$ cat config.mk
export PLATFORM = sky130hd
export DESIGN_NAME = lpif_neg_top
export DESIGN_NICKNAME = d
export VERILOG_FILES = /design/src/neg_pkg.sv /design/src/dstrm_mux.sv /design/src/link_negotiator.sv /design/src/lpif_neg_top.sv /design/src/prot_resolver.sv
export SDC_FILE = /design/constraint.sdc
export NUM_CORES = 1
export LEC_CHECK = 0
export ABC_AREA = 1
export BUFFER_PORTS_ARGS = -buffer_cell sky130_fd_sc_hd__buf_2
export CAP_MARGIN = 20
export CORE_AREA = 5 5 397 399
export DETAILED_ROUTE_END_ITERATION = 10
export DIE_AREA = 0 0 402 404
export GPL_ROUTABILITY_DRIVEN = 0
export PLACE_DENSITY = 0.3
export SETUP_SLACK_MARGIN = 0.1
export SLEW_MARGIN = 20
export SYNTH_ARGS = -nofsm -noshare
export SYNTH_HDL_FRONTEND = slang
export SYNTH_HIERARCHICAL = 1
export SYNTH_SLANG_ARGS = --single-unit
$ cat constraint.sdc
create_clock -name lclk -period 1.02 [get_ports lclk]
set_input_delay 0.102 -clock lclk [delete_from_list [all_inputs] [get_ports lclk]]
set_output_delay 0.102 -clock lclk [all_outputs]
set_load 0.005 [all_outputs]
$ cat src/neg_pkg.sv
/*
  Shared definitions for the die-to-die link-layer protocol negotiation
  block: bus and segment widths, the fixed local protocol and role, the
  negotiation FSM state encoding and the segment word layouts
*/

package neg_pkg;

  //////////////////////////////////////////////////////////////////////
  // Link configuration
  //////////////////////////////////////////////////////////////////////

  // Second generation at half rate gives a 256-bit word of two 128-bit segments
  localparam int BUS_WIDTH  = 256;
  localparam int SEG_COUNT  = 2;
  localparam int SEG_WIDTH  = BUS_WIDTH / SEG_COUNT;
  localparam int PROT_WIDTH = 3;

  // This side is a device that offers protocol code 4
  localparam logic [PROT_WIDTH-1:0] LOCAL_PROTOCOL = 3'd4;
  localparam logic                  IS_HOST        = 1'b0;

  // Result reported when the code pair has no table entry
  localparam logic [PROT_WIDTH-1:0] PROT_DEFAULT   = 3'd3;

  //////////////////////////////////////////////////////////////////////
  // Negotiation FSM states
  //////////////////////////////////////////////////////////////////////

  typedef enum logic [2:0] {
    ST_IDLE      = 3'd0,
    // Local req is up, waiting for the remote req and ack
    ST_WAIT_ACK  = 3'd1,
    // Single cycle in which the protocol result is captured
    ST_NEGOTIATE = 3'd2,
    // Local req is down, waiting for the remote req and ack to drop
    ST_WAIT_NACK = 3'd3,
    // Two quiet cycles so the remote die sees our ack low
    ST_QUIET1    = 3'd4,
    ST_QUIET2    = 3'd5,
    // Data path handed back to normal traffic
    ST_DONE      = 3'd6
  } neg_state_e;

  //////////////////////////////////////////////////////////////////////
  // Segment layouts
  //////////////////////////////////////////////////////////////////////

  // Negotiation view of one segment, req sits in bit 0
  typedef struct packed {
    logic [SEG_WIDTH-PROT_WIDTH-3:0] payload;
    logic [PROT_WIDTH-1:0]           prot;
    logic                            ack;
    logic                            req;
  } neg_fields_t;

  // The same segment seen either as handshake fields or as raw payload
  typedef union packed {
    neg_fields_t          fields;
    logic [SEG_WIDTH-1:0] raw;
  } seg_word_u;

  // Handshake bits generated by this side
  typedef struct packed {
    logic ack;
    logic req;
  } local_hs_t;

  // Handshake bits and protocol code received from the remote die
  typedef struct packed {
    logic [PROT_WIDTH-1:0] prot;
    logic                  ack;
    logic                  req;
  } remote_hs_t;

endpackage

$ cat src/dstrm_mux.sv
/*
  Downstream overlay. While negotiating, writes the local handshake and
  protocol code into every segment, otherwise forwards the word unchanged
*/

`timescale 1ns/1ps

module dstrm_mux import neg_pkg::*; (
  input  logic                 negotiation_link_up,
  input  local_hs_t            local_hs,
  input  logic [BUS_WIDTH-1:0] ctrl_dstrm_data,
  output logic [BUS_WIDTH-1:0] txrx_dstrm_data
);

  // Every segment carries the same fields so the remote die can align
  // on whichever segment it likes
  for (genvar i = 0; i < SEG_COUNT; i++) begin : g_seg
    seg_word_u seg_in;
    seg_word_u seg_out;

    assign seg_in.raw = ctrl_dstrm_data[i*SEG_WIDTH +: SEG_WIDTH];

    always_comb begin
      seg_out = seg_in;
      // Payload bits above the handshake fields always pass through
      if (!negotiation_link_up) begin
        seg_out.fields.req  = local_hs.req;
        seg_out.fields.ack  = local_hs.ack;
        seg_out.fields.prot = LOCAL_PROTOCOL;
      end
    end

    assign txrx_dstrm_data[i*SEG_WIDTH +: SEG_WIDTH] = seg_out.raw;
  end

endmodule

$ cat src/link_negotiator.sv
/*
  Negotiation FSM. Runs the req/ack handshake with the remote die, raises
  negotiation link-up once the handshake has settled and owns the
  side-band status flags
*/

`timescale 1ns/1ps

module link_negotiator import neg_pkg::*; (
  input  logic       lclk,
  input  logic       reset,
  input  logic       ctl_link_up,
  input  logic       renegotiate_n,
  input  remote_hs_t remote,
  output local_hs_t  local_hs,
  output logic       negotiation_link_up,
  output logic       neg_capture,
  output logic       neg_clear,
  output logic       pl_inband_pres,
  output logic       pl_portmode,
  output logic       pl_portmode_val
);

  neg_state_e state;
  neg_state_e state_nxt;
  logic       link_start;
  logic       ack_window;

  // Both the FSM and the side-band flags start from the same condition
  assign link_start = ctl_link_up & renegotiate_n;

  //////////////////////////////////////////////////////////////////////
  // State machine
  //////////////////////////////////////////////////////////////////////

  always_ff @(posedge lclk or negedge reset) begin
    if (!reset) begin
      state <= ST_IDLE;
    end else begin
      state <= state_nxt;
    end
  end

  always_comb begin
    state_nxt = state;
    case (state)
      ST_IDLE: begin
        if (link_start) begin
          state_nxt = ST_WAIT_ACK;
        end
      end
      // The remote die must both request and acknowledge our request
      ST_WAIT_ACK: begin
        if (remote.req && remote.ack) begin
          state_nxt = ST_NEGOTIATE;
        end
      end
      ST_NEGOTIATE: state_nxt = ST_WAIT_NACK;
      // Now both remote bits have to fall before moving on
      ST_WAIT_NACK: begin
        if (!remote.req && !remote.ack) begin
          state_nxt = ST_QUIET1;
        end
      end
      ST_QUIET1: state_nxt = ST_QUIET2;
      ST_QUIET2: state_nxt = ST_DONE;
      ST_DONE: begin
        if (!renegotiate_n) begin
          state_nxt = ST_IDLE;
        end
      end
      // The unused encoding falls back to idle
      default: state_nxt = ST_IDLE;
    endcase
  end

  //////////////////////////////////////////////////////////////////////
  // Handshake and state indicators
  //////////////////////////////////////////////////////////////////////

  // Our ack follows the remote req for as long as the handshake is open
  assign ack_window = (state == ST_WAIT_ACK)  || (state == ST_NEGOTIATE) ||
                      (state == ST_WAIT_NACK) || (state == ST_QUIET1)    ||
                      (state == ST_QUIET2);

  assign local_hs.req = (state == ST_WAIT_ACK) || (state == ST_NEGOTIATE);
  assign local_hs.ack = ack_window & remote.req;

  assign negotiation_link_up = (state == ST_DONE);
  assign neg_capture         = (state == ST_NEGOTIATE);
  assign neg_clear           = (state == ST_IDLE);

  //////////////////////////////////////////////////////////////////////
  // Side-band status flags
  //////////////////////////////////////////////////////////////////////

  // Renegotiation wins over link-up, all three flags move together
  always_ff @(posedge lclk or negedge reset) begin
    if (!reset) begin
      pl_inband_pres  <= 1'b0;
      pl_portmode     <= 1'b0;
      pl_portmode_val <= 1'b0;
    end else if (!renegotiate_n) begin
      pl_inband_pres  <= 1'b0;
      pl_portmode     <= 1'b0;
      pl_portmode_val <= 1'b0;
    end else if (link_start) begin
      pl_inband_pres  <= 1'b1;
      pl_portmode     <= 1'b1;
      pl_portmode_val <= 1'b1;
    end
  end

endmodule

$ cat src/lpif_neg_top.sv
/*
  Link-layer protocol negotiation top level. Decodes the remote handshake
  from upstream segment 0, ties together the FSM, the protocol resolver
  and the downstream overlay, and passes upstream data straight through
*/

`timescale 1ns/1ps

module lpif_neg_top import neg_pkg::*; (
  input  logic                  lclk,
  input  logic                  reset,
  input  logic                  ctl_link_up,
  input  logic                  renegotiate_n,
  input  logic [BUS_WIDTH-1:0]  txrx_ustrm_data,
  input  logic [BUS_WIDTH-1:0]  ctrl_dstrm_data,
  output logic [BUS_WIDTH-1:0]  ctrl_ustrm_data,
  output logic [BUS_WIDTH-1:0]  txrx_dstrm_data,
  output logic                  negotiation_link_up,
  output logic [PROT_WIDTH-1:0] pl_protocol,
  output logic                  pl_protocol_vld,
  output logic                  pl_inband_pres,
  output logic                  pl_portmode,
  output logic                  pl_portmode_val
);

  seg_word_u  ustrm_seg0;
  remote_hs_t remote;
  local_hs_t  local_hs;
  logic       neg_capture;
  logic       neg_clear;

  // Upstream data is never touched; link-up qualifies it downstream of here
  assign ctrl_ustrm_data = txrx_ustrm_data;

  // The remote die replicates its fields in every segment, so the low one is enough
  assign ustrm_seg0.raw = txrx_ustrm_data[SEG_WIDTH-1:0];
  assign remote.req     = ustrm_seg0.fields.req;
  assign remote.ack     = ustrm_seg0.fields.ack;
  assign remote.prot    = ustrm_seg0.fields.prot;

  link_negotiator u_negotiator (
    .lclk                (lclk),
    .reset               (reset),
    .ctl_link_up         (ctl_link_up),
    .renegotiate_n       (renegotiate_n),
    .remote              (remote),
    .local_hs            (local_hs),
    .negotiation_link_up (negotiation_link_up),
    .neg_capture         (neg_capture),
    .neg_clear           (neg_clear),
    .pl_inband_pres      (pl_inband_pres),
    .pl_portmode         (pl_portmode),
    .pl_portmode_val     (pl_portmode_val)
  );

  prot_resolver u_resolver (
    .lclk            (lclk),
    .reset           (reset),
    .neg_capture     (neg_capture),
    .neg_clear       (neg_clear),
    .remote_prot     (remote.prot),
    .pl_protocol     (pl_protocol),
    .pl_protocol_vld (pl_protocol_vld)
  );

  dstrm_mux u_dstrm_mux (
    .negotiation_link_up (negotiation_link_up),
    .local_hs            (local_hs),
    .ctrl_dstrm_data     (ctrl_dstrm_data),
    .txrx_dstrm_data     (txrx_dstrm_data)
  );

endmodule

$ cat src/prot_resolver.sv
/*
  Protocol resolver. Orders the local and remote codes into host and
  device, looks the pair up in the compatibility table and registers the
  agreed protocol when the FSM passes through negotiate
*/

`timescale 1ns/1ps

module prot_resolver import neg_pkg::*; (
  input  logic                  lclk,
  input  logic                  reset,
  input  logic                  neg_capture,
  input  logic                  neg_clear,
  input  logic [PROT_WIDTH-1:0] remote_prot,
  output logic [PROT_WIDTH-1:0] pl_protocol,
  output logic                  pl_protocol_vld
);

  logic [PROT_WIDTH-1:0] host_prot;
  logic [PROT_WIDTH-1:0] device_prot;
  logic [PROT_WIDTH-1:0] prot_nxt;
  logic                  vld_nxt;
  logic                  host_ok;
  logic                  device_ok;

  // The table is written from the host side, so put the codes in that order
  assign host_prot   = IS_HOST ? LOCAL_PROTOCOL : remote_prot;
  assign device_prot = IS_HOST ? remote_prot : LOCAL_PROTOCOL;

  // Only codes 3 to 7 name a real protocol
  assign host_ok   = (host_prot >= 3'd3);
  assign device_ok = (device_prot >= 3'd3);

  //////////////////////////////////////////////////////////////////////
  // Compatibility table
  //////////////////////////////////////////////////////////////////////

  // Code 3 is single mode and always wins. Code 4 wins over the second
  // generation multi modes but cannot pair with 7, which drops to 3.
  // Among 5, 6 and 7 the single mode 7 wins, else the larger code
  always_comb begin
    vld_nxt  = 1'b1;
    prot_nxt = PROT_DEFAULT;
    if (!host_ok || !device_ok) begin
      vld_nxt  = 1'b0;
      prot_nxt = PROT_DEFAULT;
    end else if ((host_prot == 3'd3) || (device_prot == 3'd3)) begin
      prot_nxt = 3'd3;
    end else if (((host_prot == 3'd4) && (device_prot == 3'd7)) ||
                 ((host_prot == 3'd7) && (device_prot == 3'd4))) begin
      prot_nxt = 3'd3;
    end else if ((host_prot == 3'd4) || (device_prot == 3'd4)) begin
      prot_nxt = 3'd4;
    end else if ((host_prot == 3'd7) || (device_prot == 3'd7)) begin
      prot_nxt = 3'd7;
    end else if (host_prot > device_prot) begin
      prot_nxt = host_prot;
    end else begin
      prot_nxt = device_prot;
    end
  end

  //////////////////////////////////////////////////////////////////////
  // Result register
  //////////////////////////////////////////////////////////////////////

  // Loaded on the edge that leaves negotiate and held until the FSM idles
  always_ff @(posedge lclk or negedge reset) begin
    if (!reset) begin
      pl_protocol_vld <= 1'b0;
      pl_protocol     <= '0;
    end else if (neg_clear) begin
      pl_protocol_vld <= 1'b0;
      pl_protocol     <= '0;
    end else if (neg_capture) begin
      pl_protocol_vld <= vld_nxt;
      pl_protocol     <= prot_nxt;
    end
  end

endmodule

==> results_dict.tcl, run 1 <==
set metrics [dict create \
    setup_viol 17 \
    cap_violations 0 \
    period_share_pct 161.8 \
    min_period_ns 1.651 \
    layout-drive-gt1-share_pct 72.19 \
    synthesis.nets 1104 \
    pwr-share-seq_pct 14.1 \
    core_region_area_mm2 0.1535 \
    leakage_nw 0.7025 \
    violations "setup timing" \
    clk_path_buf_depth 2 \
    crit_top_cell "buf_6" \
    grt_overflow 0 \
    cts_sinks 7 \
    reg2reg_slack_ns -0.27 \
    htree_levels 1 \
    pwr-share-clk_pct 19.3 \
    power.switching_mw 1.474 \
    grt_use_total_pct 9.949 \
    ys_seq_area_share_pct 4.080 \
    num_vias 1813 \
    totalWireLength_um 85910 \
    die_x_um 402 \
    worstReg2RegStart "u_negotiator/state[2]$_DFFE_PN0P_" \
    status "finished with violations" \
    switching_share_pct 41.79 \
    crit_path_start_kind "flop" \
    wire_per_inst_um 39.09 \
    dr.pass1.iters 4 \
    portBuffers 41 \
    syn_to_final_growth_pct -12.45 \
    initial_core_util_pct 2.797 \
    dieArea_mm2 0.1624 \
    timing.hold.ws_ns 0.1151 \
    synth_area_mm2 0.004293 \
    cts_buffers 3 \
    yosys_warnings 6 \
    total_power_mw 3.526 \
    worstSetupPathType "flop to primary output" \
    hp-class "input port to flop" \
    route.detailed.drc 0 \
    hold_end "u_negotiator/pl_portmode_val$_DFFE_PN0P_" \
    vias_per_cell 0.8248 \
    whs_path_depth 3 \
    r2r_cells 8 \
    cp-end-kind "primary output" \
    clock_latency_ns 0.23 \
    path_buf_inv 5 \
    rows 144 \
    critPathTopFamily "buffers and inverters" \
    maxSlewViolCount 0 \
    dp.final_hpwl_um 84170 \
    vdd_ir_drop_max_v 0.0005802 \
    ys_ff_latch 7 \
    maxSlewHeadroom_pct 80.43 \
    holdCritStartpoint "ctl_link_up" \
    synthDistinctLibCells 17 \
    ctsRootBufferMaster "clkbuf_16" \
    crit-reg2reg-capture "u_resolver/pl_protocol_vld$_DFFE_PN0P_" \
    grt_pass1_wl_um 89670 \
    grt_pass1_vias 1664 \
    die_h_um 404 \
    cp.required_ns 0.92 \
    grt_util_met3_pct 22.96 \
    place_ws_ns -0.4260 \
    grt_max_degree 8 \
    cpPeakStageDelay_ns 0.42 \
    final_hold_viol_count 0 \
    fin_tns_setup_ns -7.635 \
    layout.cells.most_common_list "buf_2 (34), nand2_1 (23), buf_6 (19)" \
    busiest_layer "met3" \
    cp_cell_sequence "buf_6 -> buf_6 -> nand2_4 -> o21ai_4 -> o21ai_1 -> inv_1 -> nand2_2 -> buf_6 -> nand2_4 -> buf_6" \
    synth_cells 588 \
    drt_iter0_drc 100 \
    io_pins 1036 \
    worstPathMaxFanout 3 \
    final_common_cell "buf_2" \
    slowest_stage "dfrtp_2" \
    fin_worst_skew_ns 0.002302 \
    worstMarginPinSlew_ns 0.2926 \
    p_per_area_mw_per_mm2 938.2 \
    internal-power_mw 2.053 \
    grt_util_met2_pct 15.84 \
    cts_tree "done" \
    ant_nets 0 \
    fmax_mhz 605.8 \
    fin_nets 668 \
    path_clk_slew_ns 0.04 \
    p_comb_share_pct 66.5 \
    grt_antenna_before_repair 4 \
    arrival_ns 1.55 \
    rsz0062_at_grt "yes" \
    finalWorstSetupSlack_ns -0.6307 \
    use_met1_pct 1.454 \
    avgSynthCellArea_um2 7.301 \
]
==> worst register-to-register path: stages (launching register included) <==
cell and delay [ns]:
dfrtp_2 0.42, buf_6 0.13, buf_6 0.12, nor3_4 0.19, inv_1 0.07, nand2_2 0.09, inv_2 0.05, nand2_2 0.05
nand2_1 0.04
==> state kept, by name, indices dropped and copies added (netlist names) <==
name / cells
u_negotiator/pl_portmode_val: 1
u_negotiator/state: 3
u_resolver/pl_protocol: 2
u_resolver/pl_protocol_vld: 1
==> Yosys cell counts <==
library cell | instances | area [µm²]
nand2_2 | 1 | 6.260
nor2_1 | 2 | 7.510
nand4_1 | 1 | 6.260
or2_1 | 1 | 6.260
buf_4 | 505 | 3791
o21ai_0 | 3 | 15.01
a31oi_1 | 1 | 6.260
inv_2 | 3 | 11.26
dfrtp_1 | 7 | 175.2
buf_6 | 1 | 11.26
nand3_2 | 1 | 10.01
nor2_2 | 2 | 12.51
nand3_1 | 2 | 10.01
nand2_1 | 41 | 153.9
inv_1 | 12 | 45.04
nor3_1 | 2 | 10.01
o21ai_1 | 3 | 15.01
==> per-layer routing <==
metal  vias to the layer above  share of wire [%]
li1                        391                  -
met1                       576                5.2
met2                       765                 45
met3                        77                 48
met4                         4                1.6
met5                         -               0.12
==> repair_timing <==
action / in CTS / in global routing
pin swaps: 8 / 11
endpoints found under the hold margin: 7 / 0
resized for setup: 31 / 27
hold buffers: 1 / 0
buffers inserted: 2 / 7
endpoints found under the setup margin: 18 / 20
==> final cells by class <==
type | count | area, µm²
antenna | 3 | 7.507
clock buffer | 4 | 78.83
fill | 18420 | 149700
inverter | 15 | 58.81
multi-input combinational | 60 | 387.9
sequential | 7 | 178.9
tap | 2044 | 2557
timing repair buffer | 65 | 489.2
==> per-stage QoR <==
| stage | std cells | utilization (%) | area (µm²) |
|---|---|---|---|
| final | 2198 | 2.448 | 3759 |
| after global routing | 2195 | 2.444 | 3751 |
| after CTS | 2188 | 2.343 | 3597 |
| after detailed placement | 2181 | 2.213 | 3397 |
| after global placement | 2181 | 2.213 | 3397 |
| after floorplan | 588 | - | 4319 |
==> power by group through the flow <==
stage | Sequential (mW) | Combinational [mW] | Clock [mW]
2_1_floorplan | 0.523 | 2.28 | 0
3_3_place_gp | 0.509 | 1.62 | 0
3_5_place_dp | 0.507 | 1.60 | 0
4_1_cts | 0.503 | 1.88 | 0.688
5_1_grt | 0.514 | 2.50 | 0.707
6_report | 0.498 | 2.35 | 0.682
==> kinds of logic (layout without fill, tap and decap cells) <==
logic type      after synthesis  after routing  share of synthesized area, %
simple gates                 53             53                         5.188
flops                         7              7                         4.080
other cells                   0              3                             0
compound gates                7              7                        0.8451
buf+inv                     521             84                         89.89
==> worst max path at each step <==
| stage | startpoint | endpoint | slack (ns) | depth (start not counted) |
|---|---|---|---|---|
| after floorplan | u_negotiator/state[2]$_DFFE_PN0P_ | txrx_dstrm_data[0] | -0.04 | 5 |
| after global placement | u_negotiator/state[0]$_DFFE_PN0P_ | txrx_dstrm_data[128] | -0.43 | 6 |
| after detailed placement | u_negotiator/state[0]$_DFFE_PN0P_ | txrx_dstrm_data[1] | -0.43 | 6 |
| after CTS | u_negotiator/state[1]$_DFFE_PN0P_ | txrx_dstrm_data[129] | -0.63 | 8 |
| after global routing | u_negotiator/state[1]$_DFFE_PN0P_ | txrx_dstrm_data[129] | -0.66 | 10 |
| final | u_negotiator/state[0]$_DFFE_PN0P_ | txrx_dstrm_data[129] | -0.63 | 10 |
No activity file was read; power rests on OpenSTA's default activity.
==> run 2: changes to the inputs <==
Settings changed: CELL_PAD_IN_SITES_DETAIL_PLACEMENT set to 0, CELL_PAD_IN_SITES_GLOBAL_PLACEMENT set to 1, CORE_AREA 5 5 397 399 to 5 5 404 406, DIE_AREA 0 0 402 404 to 0 0 409 411, PLACE_DENSITY 0.3 to 0.38.
==> results_dict.tcl, run 2 (synthesized netlist as in run 1, its figures left out) <==
set metrics [dict create \
    status "finished with violations" \
    violations "setup timing" \
    setup_viol 17 \
    layout.cells.most_common_list "buf_2 (38), nand2_1 (28), buf_4 (13)" \
    cap_violations 0 \
    cp.required_ns 0.92 \
    finalWorstSetupSlack_ns -0.4599 \
    regMostFlops "u_negotiator/state" \
    initial_core_util_pct 2.692 \
    num-fill-cells 19000 \
    grt_pass1_wl_um 90990 \
    vias_per_cell 0.7819 \
    grt_antenna_before_repair 4 \
    vdd_ir_drop_max_v 0.0005732 \
    drt_iter0_drc 75 \
    worstMarginPinSlew_ns 0.3045 \
    wire_per_inst_um 39.01 \
    worstSetupPathType "flop to primary output" \
    clk_path_buf_depth 2 \
    min_period_ns 1.480 \
    fin_worst_skew_ns 0.001634 \
    dp.final_hpwl_um 85340 \
    cts_sinks 7 \
    clock_latency_ns 0.24 \
    ant_nets 0 \
    fmax_mhz 675.7 \
    route.detailed.drc 0 \
    p_per_area_mw_per_mm2 840.9 \
    grt_max_degree 9 \
    fin_nets 667 \
    htree_levels 1 \
    die_h_um 411 \
    largest_reg_flops 3 \
    dr.pass1.iters 4 \
    crit_path_start_kind "flop" \
    postPlaceCellArea_mm2 0.003442 \
    final_cells 2237 \
    numPlacedInstances 2222 \
    syn_to_final_growth_pct -12.88 \
    num_vias 1749 \
    reg.largest.list "u_negotiator/state: 3 flops, u_resolver/pl_protocol: 2 flops" \
    totalWireLength_um 87260 \
    grt_pass1_vias 1704 \
    ctsRootBufferMaster "clkbuf_16" \
    leakage_nw 0.6861 \
    maxSlewHeadroom_pct 79.70 \
    maxSlewViolCount 0 \
    final_common_cell "buf_2" \
    period_share_pct 145.1 \
    grt_use_total_pct 9.816 \
    arrival_ns 1.38 \
    worstPathMaxFanout 8 \
    cts_buffers 3 \
    rows 147 \
    core_region_area_mm2 0.1595 \
    die_x_um 409 \
    hp-class "input port to flop" \
    path_clk_slew_ns 0.04 \
    fin_area_mm2 0.003740 \
    portBuffers 41 \
    dieArea_mm2 0.1681 \
    r2r_cells 8 \
    grt_overflow 0 \
    total_power_mw 3.145 \
    cp-end-kind "primary output" \
    rsz0062_at_grt "yes" \
    io_pins 1036 \
    layout-drive-gt1-share_pct 66.67 \
    cts_tree "done" \
    fin_tns_setup_ns -6.188 \
    whs_path_depth 3 \
    final_hold_viol_count 0 \
]
run 2: cell types whose count changed in the layout (fill, tap and decap cells not counted), moves of 2 or more:
cell,change
diode_2,-2
nand3_2,-2
buf_6,-9
o21ai_2,-2
nand2_1,+5
buf_4,+3
buf_2,+4
nand2_2,-4
run 2: worst max-delay path: stages (launching register included):
cell,delay [ns]
dfrtp_2,0.44
nor3_4,0.21
buf_4,0.16
buf_12,0.12
nand2_2,0.05
nand2_1,0.05
buf_2,0.10
run 2: through the flow:
| step | util [%] | hold WS [ns] | worst slack, ns |
|---|---|---|---|
| final | 2.345 | 0.1821 | -0.4599 |
| after global routing | 2.344 | 0.2040 | -0.5303 |
| after CTS | 2.258 | 0.1854 | -0.5151 |
| after detailed placement | 2.159 | -0.01976 | -0.3598 |
| after global placement | 2.159 | -0.01719 | -0.3733 |
| after floorplan | - | -0.1936 | -0.03660 |
run 2: cell type report:
cell class	count	area [µm²]	area share (%)
diodes	1	2.502	0.06691
clock buffers	4	78.83	2.108
inverters	15	63.81	1.706
multi-input cells	60	360.3	9.635
flip-flops and latches	7	178.9	4.784
well taps	2086	2610	69.79
repair buffers	64	445.4	11.91
run 2: report_power, final:
part	total (mW)	internal (mW)	switching [mW]	leakage (nW)
logic	1.94	0.955	0.984	0.562
clock network	0.701	0.523	0.178	0.0382
registers	0.506	0.391	0.114	0.0861
total	3.14	1.87	1.28	0.686
run 2: per-layer routing:
layer / track usage (%) / vias to the layer above / wire, µm
met4: 1.923 / 6 / 1807
met2: 16.09 / 767 / 40390
met3: 21.95 / 93 / 41030
li1: - / 386 / -
met1: 1.215 / 497 / 3801
met5: 1.034 / - / 234
run 2: final timing paths:
kind                                                       endpoint                                    from  slack, ns
setup / recovery                               txrx_dstrm_data[129]       u_negotiator/state[0]$_DFFE_PN0P_      -0.46
hold / removal                u_resolver/pl_protocol[2]$_DFFE_PN0P_                      txrx_ustrm_data[4]       0.18
min in group asynchronous  u_negotiator/pl_portmode_val$_DFFE_PN0P_                                   reset       0.26
hold reg to reg              u_resolver/pl_protocol_vld$_DFFE_PN0P_  u_resolver/pl_protocol_vld$_DFFE_PN0P_       0.48
max in group asynchronous         u_negotiator/state[0]$_DFFE_PN0P_                                   reset       0.54
setup reg to reg             u_resolver/pl_protocol_vld$_DFFE_PN0P_       u_negotiator/state[0]$_DFFE_PN0P_      -0.29
run 2: timing repair:
item | CTS | global route
endpoints found under the setup margin | 18 | 20
resized for setup | 11 | 30
hold buffers | 1 | 0
setup buffers | 5 | 5
endpoints found under the hold margin | 7 | 0
pin swaps | 1 | 8
